**src/hdl/isa_pkg.sv**
```systemverilog
package isa_pkg;

    localparam int xlen       = 32;
    localparam int reg_addr_w = 5;

    ////////////////////
    // primary opcodes
    ////////////////////
    typedef enum logic [5:0] {
        op_rtype = 6'b000000,
        op_j     = 6'b000010,
        op_jal   = 6'b000011,
        op_beq   = 6'b000100,
        op_bne   = 6'b000101,
        op_addi  = 6'b001000,
        op_addiu = 6'b001001,
        op_slti  = 6'b001010,
        op_sltiu = 6'b001011,
        op_andi  = 6'b001100,
        op_ori   = 6'b001101,
        op_xori  = 6'b001110,
        op_lui   = 6'b001111,
        op_lw    = 6'b100011,
        op_sw    = 6'b101011
    } opcode_e;

    // R-format function field
    typedef enum logic [5:0] {
        fn_sll   = 6'b000000,
        fn_srl   = 6'b000010,
        fn_sra   = 6'b000011,
        fn_sllv  = 6'b000100,
        fn_srlv  = 6'b000110,
        fn_srav  = 6'b000111,
        fn_jr    = 6'b001000,
        fn_mfhi  = 6'b010000,
        fn_mflo  = 6'b010010,
        fn_mult  = 6'b011000,
        fn_multu = 6'b011001,
        fn_add   = 6'b100000,
        fn_addu  = 6'b100001,
        fn_sub   = 6'b100010,
        fn_subu  = 6'b100011,
        fn_and   = 6'b100100,
        fn_or    = 6'b100101,
        fn_xor   = 6'b100110,
        fn_nor   = 6'b100111,
        fn_slt   = 6'b101010,
        fn_sltu  = 6'b101011
    } funct_e;

    typedef struct packed {
        logic [5:0]            opcode;
        logic [reg_addr_w-1:0] rs;
        logic [reg_addr_w-1:0] rt;
        logic [reg_addr_w-1:0] rd;    // imm is [15:0], jump address [25:0]
        logic [reg_addr_w-1:0] shamt;
        logic [5:0]            funct;
    } instr_t;

endpackage

```
**src/hdl/exe_pkg.sv**
```systemverilog
package exe_pkg;

    typedef enum logic [5:0] {
        exe_nop,
        exe_sll, exe_srl, exe_sra, exe_sllv, exe_srlv, exe_srav,
        exe_add, exe_addu, exe_sub, exe_subu,
        exe_and, exe_or, exe_xor, exe_nor, exe_slt, exe_sltu,
        exe_addi, exe_addiu, exe_slti, exe_sltiu,
        exe_andi, exe_ori, exe_xori, exe_lui,
        exe_lw, exe_sw, exe_beq, exe_bne,
        exe_j, exe_jal, exe_jr,
        exe_mult, exe_multu, exe_mfhi, exe_mflo
    } exe_op_e;

    typedef struct packed {
        exe_op_e                         op;
        logic [isa_pkg::reg_addr_w-1:0]  rs;
        logic [isa_pkg::reg_addr_w-1:0]  rt;
        logic [isa_pkg::reg_addr_w-1:0]  dest;    // 0 means no write
        logic [isa_pkg::xlen-1:0]        imm;     // already extended
        logic [isa_pkg::reg_addr_w-1:0]  shamt;
        logic [25:0]                     jtarget;
    } decoded_t;

    typedef struct packed {
        logic                            we;
        logic [isa_pkg::reg_addr_w-1:0]  idx;
        logic [isa_pkg::xlen-1:0]        data;
    } wb_req_t;

    typedef struct packed {
        logic [isa_pkg::xlen-1:0]        addr;
        logic                            we;
        logic                            re;
        logic [isa_pkg::xlen-1:0]        wdata;
    } mem_req_t;

    typedef struct packed {
        logic                            valid;
        logic [25:0]                     target;
    } jump_t;

    typedef struct packed {
        logic                            valid;
        logic [15:0]                     offset;
    } branch_t;

endpackage

```
**src/hdl/exe_commit.sv**
```systemverilog
`timescale 1ns/1ps

module exe_commit (
    input  logic              clk_i,
    input  logic              reset_i,
    input  logic              issue_i,
    input  exe_pkg::decoded_t dec_i,
    input  logic [31:0]       result_i,
    input  logic [31:0]       mem_addr_i,
    input  logic [31:0]       rt_val_i,
    input  logic [31:0]       load_data_i,
    output exe_pkg::wb_req_t  wb_o,
    output exe_pkg::mem_req_t mem_req_o
);

    exe_pkg::wb_req_t alu_wb_q;
    logic [4:0]       ld_idx_q;
    logic             is_load;
    logic             is_store;

    assign is_load  = dec_i.op == exe_pkg::exe_lw;
    assign is_store = dec_i.op == exe_pkg::exe_sw;

    always_ff @(posedge clk_i) begin
        if (reset_i) begin
            alu_wb_q.we   <= 1'b0;
            mem_req_o.we  <= 1'b0;
            mem_req_o.re  <= 1'b0;
        end else begin
            alu_wb_q.we   <= issue_i && dec_i.dest != 5'd0 && !is_load;
            mem_req_o.we  <= issue_i && is_store;
            mem_req_o.re  <= issue_i && is_load;   // also marks the load pending
        end

        alu_wb_q.idx    <= dec_i.dest;
        alu_wb_q.data   <= result_i;
        ld_idx_q        <= dec_i.dest;
        mem_req_o.addr  <= mem_addr_i;
        mem_req_o.wdata <= rt_val_i;
    end

    ////////////////////
    // load data returns in the request cycle
    ////////////////////
    always_comb begin
        if (mem_req_o.re) begin
            wb_o.we   = 1'b1;
            wb_o.idx  = ld_idx_q;
            wb_o.data = load_data_i;
        end else begin
            wb_o = alu_wb_q;
        end
    end

endmodule

```
**config.mk**
```make
export PLATFORM = sky130hd
export DESIGN_NAME = exe_commit
export DESIGN_NICKNAME = d
export VERILOG_FILES = /design/src/hdl/isa_pkg.sv /design/src/hdl/exe_pkg.sv /design/src/hdl/exe_commit.sv
export SDC_FILE = /design/constraint.sdc
export NUM_CORES = 1
export LEC_CHECK = 0
export BUFFER_PORTS_ARGS = -buffer_cell sky130_fd_sc_hd__buf_2
export CAP_MARGIN = 40
export CELL_PAD_IN_SITES_DETAIL_PLACEMENT = 1
export CELL_PAD_IN_SITES_GLOBAL_PLACEMENT = 1
export CORE_AREA = 4 4 120 122
export CTS_CLUSTER_SIZE = 8
export DETAILED_ROUTE_END_ITERATION = 10
export DIE_AREA = 0 0 124 126
export GPL_TIMING_DRIVEN = 0
export PLACE_DENSITY = 0.75
export SYNTH_ARGS = -nofsm -noshare
export SYNTH_HDL_FRONTEND = slang
export SYNTH_SLANG_ARGS = --single-unit
```
**constraint.sdc**
```tcl
create_clock -name clk_i -period 1.5 [get_ports clk_i]
set_clock_uncertainty 0.05 [all_clocks]
set_input_delay 0.3 -clock clk_i [delete_from_list [all_inputs] [get_ports clk_i]]
set_output_delay 0.3 -clock clk_i [all_outputs]
set_load 0.005 [all_outputs]
```
==> flow_results.xml, run 1 <==
<?xml version="1.0" encoding="UTF-8"?>
<metrics>
  <group name="outcome">
    <metric name="result_of_the_run" unit="">complete, but fails checks</metric>
    <metric name="violations_in_the_final_reports" unit="">negative setup slack</metric>
  </group>
  <group name="clock_network">
    <metric name="clk_pin_slew_worst_paths" unit="ns">0.07</metric>
    <metric name="cts_inserted_buffers" unit="">9</metric>
    <metric name="cts.htree.levels" unit="">3</metric>
    <metric name="tritoncts" unit="">done</metric>
    <metric name="cts.root.buffer_cell" unit="">clkbuf_16</metric>
    <metric name="cts_num_sinks" unit="">104</metric>
    <metric name="cts_max_path_buffers" unit="">2</metric>
  </group>
  <group name="grt">
    <metric name="first_global_vias" unit="">3023</metric>
    <metric name="grt_remaining_overflow" unit="">0</metric>
    <metric name="antenna_violations_before_repair" unit="">0</metric>
    <metric name="grt_max_degree" unit="">19</metric>
    <metric name="grt_pass1_wl" unit="mm">16.0</metric>
    <metric name="globalRouteTotalUtil" unit="">0.138</metric>
  </group>
  <group name="floorplan">
    <metric name="std_cell_rows" unit="">42</metric>
    <metric name="die_w" unit="µm">124</metric>
    <metric name="design.core.area" unit="µm²">13200</metric>
    <metric name="die_area" unit="µm²">15600</metric>
    <metric name="initial_core_util" unit="">0.196</metric>
    <metric name="die-height" unit="µm">126</metric>
    <metric name="io_pins" unit="">319</metric>
  </group>
  <group name="timing">
    <metric name="final_min_period_over_clock_period" unit="">1.19</metric>
    <metric name="final_hold_vio_count" unit="">0</metric>
    <metric name="final.setup.worst_slack" unit="ns">-0.290</metric>
    <metric name="timing.max_slew.rel_slack" unit="">0.881</metric>
    <metric name="finalMaxSlewViolations" unit="">0</metric>
    <metric name="worst_pin_slew" unit="ns">0.177</metric>
    <metric name="unrepaired_setup_endpoints_after_global_routing" unit="">yes</metric>
    <metric name="setup_violation_total_in_the_final_timing_report" unit="">33</metric>
    <metric name="achievable-frequency" unit="GHz">0.559</metric>
    <metric name="finalWorstPathRequiredPeriod" unit="ns">1.79</metric>
  </group>
  <group name="setup_path">
    <metric name="end_kind" unit="">primary output</metric>
    <metric name="crit_path_max_incr_delay" unit="ns">0.35</metric>
    <metric name="cp_slowest_cell" unit="">dfxtp_2</metric>
    <metric name="crit_arrival" unit="ns">1.44</metric>
    <metric name="worst_path_max_fanout" unit="">7</metric>
    <metric name="worst_setup_path_start_kind" unit="">flop</metric>
    <metric name="path_class" unit="">reg -&gt; out</metric>
    <metric name="crit_required" unit="ns">1.15</metric>
    <metric name="crit_chain" unit="">buf_12 -&gt; clkbuf_16 -&gt; mux2_4 -&gt; buf_6</metric>
  </group>
  <group name="pwr">
    <metric name="pwr_density_cell" unit="nW/µm²">1060</metric>
    <metric name="total_leakage_power" unit="µW">0.00277</metric>
    <metric name="vdd_drop_max" unit="mV">0.570</metric>
  </group>
  <group name="yosys">
    <metric name="netlist_instances" unit="">153</metric>
    <metric name="post_synthesis_cell_area" unit="µm²">2580</metric>
    <metric name="seq_total_area_yosys" unit="">0.805</metric>
    <metric name="number_of_enable_type_register_cells_in_the_synthesized_netlist" unit="">0</metric>
    <metric name="synth_area_leader_cell" unit="">dfxtp_1</metric>
    <metric name="dominantRegCellSynth" unit="">dfxtp_1</metric>
    <metric name="synthMostInstantiatedCell" unit="">dfxtp_1</metric>
    <metric name="yosys-top-cells-count" unit="">dfxtp_1 (104), mux2_2 (32), buf_4 (5)</metric>
    <metric name="synth_seq_cells" unit="">104</metric>
    <metric name="synth.area.top_cells" unit="">dfxtp_1 (81%), mux2_2 (14%), buf_4 (1.5%)</metric>
    <metric name="yosysTopAreaCellShare" unit="">0.805</metric>
    <metric name="yosysWarningCount" unit="">0</metric>
    <metric name="ys_async_sr_fraction" unit="">0</metric>
    <metric name="synth_fp_nets" unit="">368</metric>
    <metric name="synth_cell_types" unit="">13</metric>
    <metric name="post_synth.cell_area_avg" unit="µm²">16.9</metric>
  </group>
  <group name="detailed_routing">
    <metric name="antenna_left" unit="">0</metric>
    <metric name="routed_wl" unit="mm">11.4</metric>
    <metric name="firstDrtPassIters" unit="">4</metric>
    <metric name="dr_total_vias" unit="">2542</metric>
    <metric name="via_per_inst" unit="">3.72</metric>
    <metric name="first_iter_violations" unit="">18</metric>
    <metric name="routed_wire_length_per_instance" unit="µm">16.8</metric>
    <metric name="drc" unit="">0</metric>
  </group>
  <group name="finish">
    <metric name="final_layout_size_suffix_gt1_frac" unit="">0.609</metric>
    <metric name="num-nets-final" unit="">717</metric>
    <metric name="synthToLayoutAreaGrowth" unit="%">120</metric>
    <metric name="post_layout_nonfiller_instances" unit="">683</metric>
  </group>
  <group name="place">
    <metric name="post-dp-hpwl" unit="mm">6.97</metric>
    <metric name="dp_slack" unit="ns">-0.115</metric>
    <metric name="placement.io_buffers" unit="">245</metric>
    <metric name="routabilityCongestion" unit="">0.780</metric>
    <metric name="dp.cells" unit="">574</metric>
  </group>
  <group name="job">
    <metric name="drv.max_cap_violation_count" unit="">0</metric>
  </group>
  <group name="hold_path">
    <metric name="worst_hold_path_class" unit="">in -&gt; reg</metric>
  </group>
</metrics>
per-layer routing:
| metal | GRT usage | part of all wire | vias to the layer above |
|---|---|---|---|
| met1 | 0.122 | 0.33 | 1178 |
| met5 | 0 | 0 | - |
| met4 | 0.0612 | 0.020 | 0 |
| li1 | - | - | 1202 |
| met3 | 0.0525 | 0.091 | 16 |
| met2 | 0.268 | 0.56 | 146 |
per-stage QoR:
stage / util / total power [µW] / hold slack (ns) / TNS [ns] / instance area, µm²
global placement: 0.306 / 3410 / 0.352 / -1.54 / 4030
detailed placement: 0.306 / 3430 / 0.354 / -2.19 / 4030
CTS: 0.412 / 6070 / 0.000135 / -9.33 / 5440
finish: 0.431 / 6050 / 0.0154 / -8.58 / 5680
floorplan: - / 3090 / 0.278 / 0 / 2580
global route: 0.431 / 6320 / 0.0000775 / -10.50 / 5680
worst max-delay path, delay by kind of cell, from the launching register on:
kind	cells	cell delay, ns
DFF	1	0.35
buffers and inverters	3	0.43
muxes	1	0.31
area by class of cell:
class | instances | area (µm²)
multi-input combinational | 40 | 549
antenna | 1 | 2.50
clock inverter | 6 | 72.6
buffer | 9 | 118
fill | 1402 | 7510
tap | 176 | 220
sequential | 104 | 2080
timing repair buffer | 338 | 2410
clock buffer | 9 | 225
kinds of logic after synthesis:
logic type	count (synthesis)	share of synthesized area
AOI/OAI and AO/OA	1	0.00387
buffers and inverters	9	0.0295
DFF	104	0.805
muxes	32	0.139
and+or+nand+nor	7	0.0218
where the power goes:
| part | switching [µW] | internal, µW |
|---|---|---|
| Sequential | 41.2 | 2910 |
| Clock | 1070 | 1310 |
| Combinational | 220 | 501 |
| Total | 1330 | 4720 |
state kept, by name, indices dropped and copies added (netlist names):
| signal | flops |
|---|---|
| alu_wb_q | 33 |
| ld_idx_q | 5 |
| mem_req_o | 66 |
cells in the final DEF, fill, tap and decap left out, drive strengths merged:
cell type and count:
or3 1, and4bb 1, diode 1, inv 4, bufinv 1, nor2b 1, nand3b 1, clkbuf 12
mux2 32, and4b 1, dfxtp 104, nor3b 1, buf 255, clkinv 1, dlygate4sd3 89, o311a 1
or2 1
timing repair:
| action | CTS | global route |
|---|---|---|
| hold buffers | 88 | 1 |
| setup endpoints to repair | 33 | 33 |
| hold endpoints to repair | 88 | 1 |
| setup buffers | 1 | 0 |
| pin swaps | 0 | 1 |
| gates resized for setup | 46 | 33 |
| cloned | 0 | 3 |
path summary, 6_finish.rpt:
path,from,slack (ns),cells past startpoint,endpoint
max,mem_req_o[32],-0.29,4,wb_o[24]
min,rt_val_i[18],0.02,1,mem_req_o[18]
No activity file was read; power rests on OpenSTA's default activity.
==> inputs of run 2 (changes only) <==
Settings changed: HOLD_SLACK_MARGIN set to 0.08, SETUP_SLACK_MARGIN set to 0.05.
==> run 2 against run 1 <==
Compared with the run above: the flow still finishes with violations (negative setup slack); total power is 0.61% higher; sequential cell count stayed put; utilization is 0.93 points higher; final cell count is 1.6% higher; sequential share of layout area is 0.77 points lower; critical path type unchanged; largest power group unchanged.
==> flow_results.xml, run 2 (synthesis results as in run 1) <==
<?xml version="1.0" encoding="UTF-8"?>
<metrics>
  <group name="detailed_routing">
    <metric name="dr.max_layer_used" unit="">met4</metric>
    <metric name="dr_total_vias" unit="">2590</metric>
    <metric name="total_length_of_routed_met3_wires" unit="mm">1.07</metric>
    <metric name="routed_wire_length_per_instance" unit="µm">17.4</metric>
    <metric name="via_per_inst" unit="">3.73</metric>
    <metric name="met2_length" unit="mm">6.92</metric>
    <metric name="antenna_left" unit="">0</metric>
    <metric name="firstDrtPassIters" unit="">2</metric>
    <metric name="first_iter_violations" unit="">37</metric>
    <metric name="wl_met1" unit="mm">3.82</metric>
    <metric name="routed_wl" unit="mm">12.1</metric>
    <metric name="drc" unit="">0</metric>
  </group>
  <group name="hold_path">
    <metric name="hold_path_stages" unit="">2</metric>
    <metric name="worst_hold_path_class" unit="">in -&gt; reg</metric>
  </group>
  <group name="place">
    <metric name="post-dp-hpwl" unit="mm">6.97</metric>
    <metric name="dp.cells" unit="">574</metric>
    <metric name="routabilityCongestion" unit="">0.780</metric>
    <metric name="placement.io_buffers" unit="">245</metric>
  </group>
  <group name="finish">
    <metric name="synthToLayoutAreaGrowth" unit="%">125</metric>
    <metric name="mostFrequentLayoutCells" unit="">buf_2 (211), dfxtp_1 (103), dlygate4sd3_1 (102)</metric>
    <metric name="biggestRegsByFlops" unit="">mem_req_o (66), alu_wb_q (33), ld_idx_q (5)</metric>
    <metric name="num-nets-final" unit="">729</metric>
    <metric name="final_layout_size_suffix_gt1_frac" unit="">0.593</metric>
    <metric name="post_layout_nonfiller_instances" unit="">694</metric>
    <metric name="final_common_cell" unit="">buf_2</metric>
    <metric name="largest_reg_flops" unit="">66</metric>
    <metric name="antenna-diode-count" unit="">0</metric>
    <metric name="register_with_the_most_flip_flops" unit="">mem_req_o</metric>
  </group>
  <group name="floorplan">
    <metric name="die-height" unit="µm">126</metric>
    <metric name="design.core.area" unit="µm²">13200</metric>
    <metric name="initial_core_util" unit="">0.196</metric>
    <metric name="io_pins" unit="">319</metric>
    <metric name="die_area" unit="µm²">15600</metric>
    <metric name="std_cell_rows" unit="">42</metric>
    <metric name="die_w" unit="µm">124</metric>
  </group>
  <group name="timing">
    <metric name="fin_setup_tns" unit="ns">-8.61</metric>
    <metric name="finalWorstPathRequiredPeriod" unit="ns">1.79</metric>
    <metric name="final_min_period_over_clock_period" unit="">1.20</metric>
    <metric name="unrepaired_setup_endpoints_after_global_routing" unit="">yes</metric>
    <metric name="final_hold_vio_count" unit="">0</metric>
    <metric name="achievable-frequency" unit="GHz">0.558</metric>
    <metric name="finalMaxSlewViolations" unit="">0</metric>
    <metric name="setup_violation_total_in_the_final_timing_report" unit="">33</metric>
    <metric name="timing.max_slew.rel_slack" unit="">0.877</metric>
    <metric name="final.setup.worst_slack" unit="ns">-0.293</metric>
    <metric name="worst_pin_slew" unit="ns">0.184</metric>
  </group>
  <group name="grt">
    <metric name="globalRouteTotalUtil" unit="">0.147</metric>
    <metric name="first_global_vias" unit="">3109</metric>
    <metric name="grt_pass1_wl" unit="mm">17.0</metric>
    <metric name="grt_remaining_overflow" unit="">0</metric>
    <metric name="antenna_violations_before_repair" unit="">0</metric>
    <metric name="grt_max_degree" unit="">19</metric>
  </group>
  <group name="pwr">
    <metric name="vdd_drop_max" unit="mV">0.572</metric>
    <metric name="total_leakage_power" unit="µW">0.00282</metric>
    <metric name="pwr_density_cell" unit="nW/µm²">1050</metric>
    <metric name="tot_pwr" unit="µW">6090</metric>
  </group>
  <group name="setup_path">
    <metric name="end_kind" unit="">primary output</metric>
    <metric name="crit_chain" unit="">buf_12 -&gt; clkbuf_16 -&gt; mux2_4 -&gt; buf_6</metric>
    <metric name="cp_slowest_cell" unit="">dfxtp_2</metric>
    <metric name="worst_path_max_fanout" unit="">7</metric>
    <metric name="crit_required" unit="ns">1.15</metric>
    <metric name="worst_setup_path_start_kind" unit="">flop</metric>
    <metric name="crit_arrival" unit="ns">1.44</metric>
    <metric name="path_class" unit="">reg -&gt; out</metric>
    <metric name="crit_path_max_incr_delay" unit="ns">0.35</metric>
  </group>
  <group name="clock_network">
    <metric name="cts_num_sinks" unit="">104</metric>
    <metric name="cts_inserted_buffers" unit="">9</metric>
    <metric name="cts.htree.levels" unit="">3</metric>
    <metric name="cts_max_path_buffers" unit="">2</metric>
    <metric name="tritoncts" unit="">done</metric>
    <metric name="clk_pin_slew_worst_paths" unit="ns">0.07</metric>
    <metric name="cts.root.buffer_cell" unit="">clkbuf_16</metric>
  </group>
  <group name="outcome">
    <metric name="result_of_the_run" unit="">complete, but fails checks</metric>
    <metric name="violations_in_the_final_reports" unit="">negative setup slack</metric>
  </group>
  <group name="job">
    <metric name="drv.max_cap_violation_count" unit="">0</metric>
  </group>
</metrics>
run 2: cell count changes in the layout (fill, tap and decap cells not counted), sizes merged:
cell and change:
buf -1, diode -1, dlygate4sd3 +13
run 2: where the power goes:
part / total (µW) / internal, µW / switching, µW
sequential: 2950 / 2910 / 43.7
combinational: 752 / 522 / 229
clock: 2380 / 1310 / 1070
total: 6090 / 4740 / 1340
run 2: per-stage QoR:
stage	setup WS, ns	area (µm²)	util	hold slack, ns
finish	-0.293	5810	0.440	0.185
floorplan	0.169	2580	-	0.278
CTS	-0.312	5580	0.423	0.156
global route	-0.342	5810	0.440	0.167
global placement	-0.105	4030	0.306	0.352
detailed placement	-0.115	4030	0.306	0.354
run 2: cell type report:
cell class	instances	area [µm²]
Buffer	9	118
Clock buffer	9	225
Clock inverter	6	72.6
Fill cell	1402	7380
Multi-Input combinational cell	40	549
Sequential cell	104	2080
Tap cell	176	220
Timing Repair Buffer	350	2540
run 2: what timing repair did:
action / in CTS / in global routing
endpoints found under the hold margin: 102 / 0
buffers inserted: 1 / 0
resized for setup: 46 / 33
endpoints found under the setup margin: 33 / 34
gates cloned: 0 / 3
hold buffers: 102 / 0
pin swaps: 0 / 1
run 2: critical path: cells and delay by family (launching register included):
family / cells / cell delay, ns
mux: 1 / 0.31
flops: 1 / 0.35
buf+inv: 3 / 0.43
run 2: metal layers:
layer	up-vias	GRT usage
li1	1225	-
met5	-	0
met4	0	0.0586
met2	146	0.287
met3	16	0.0529
met1	1203	0.133
run 2: path summary, 6_finish.rpt:
check | start | endpoint | slack, ns
worst max-delay path | mem_req_o[32] | wb_o[24] | -0.29
worst min-delay path | issue_i | mem_req_o[32] | 0.19
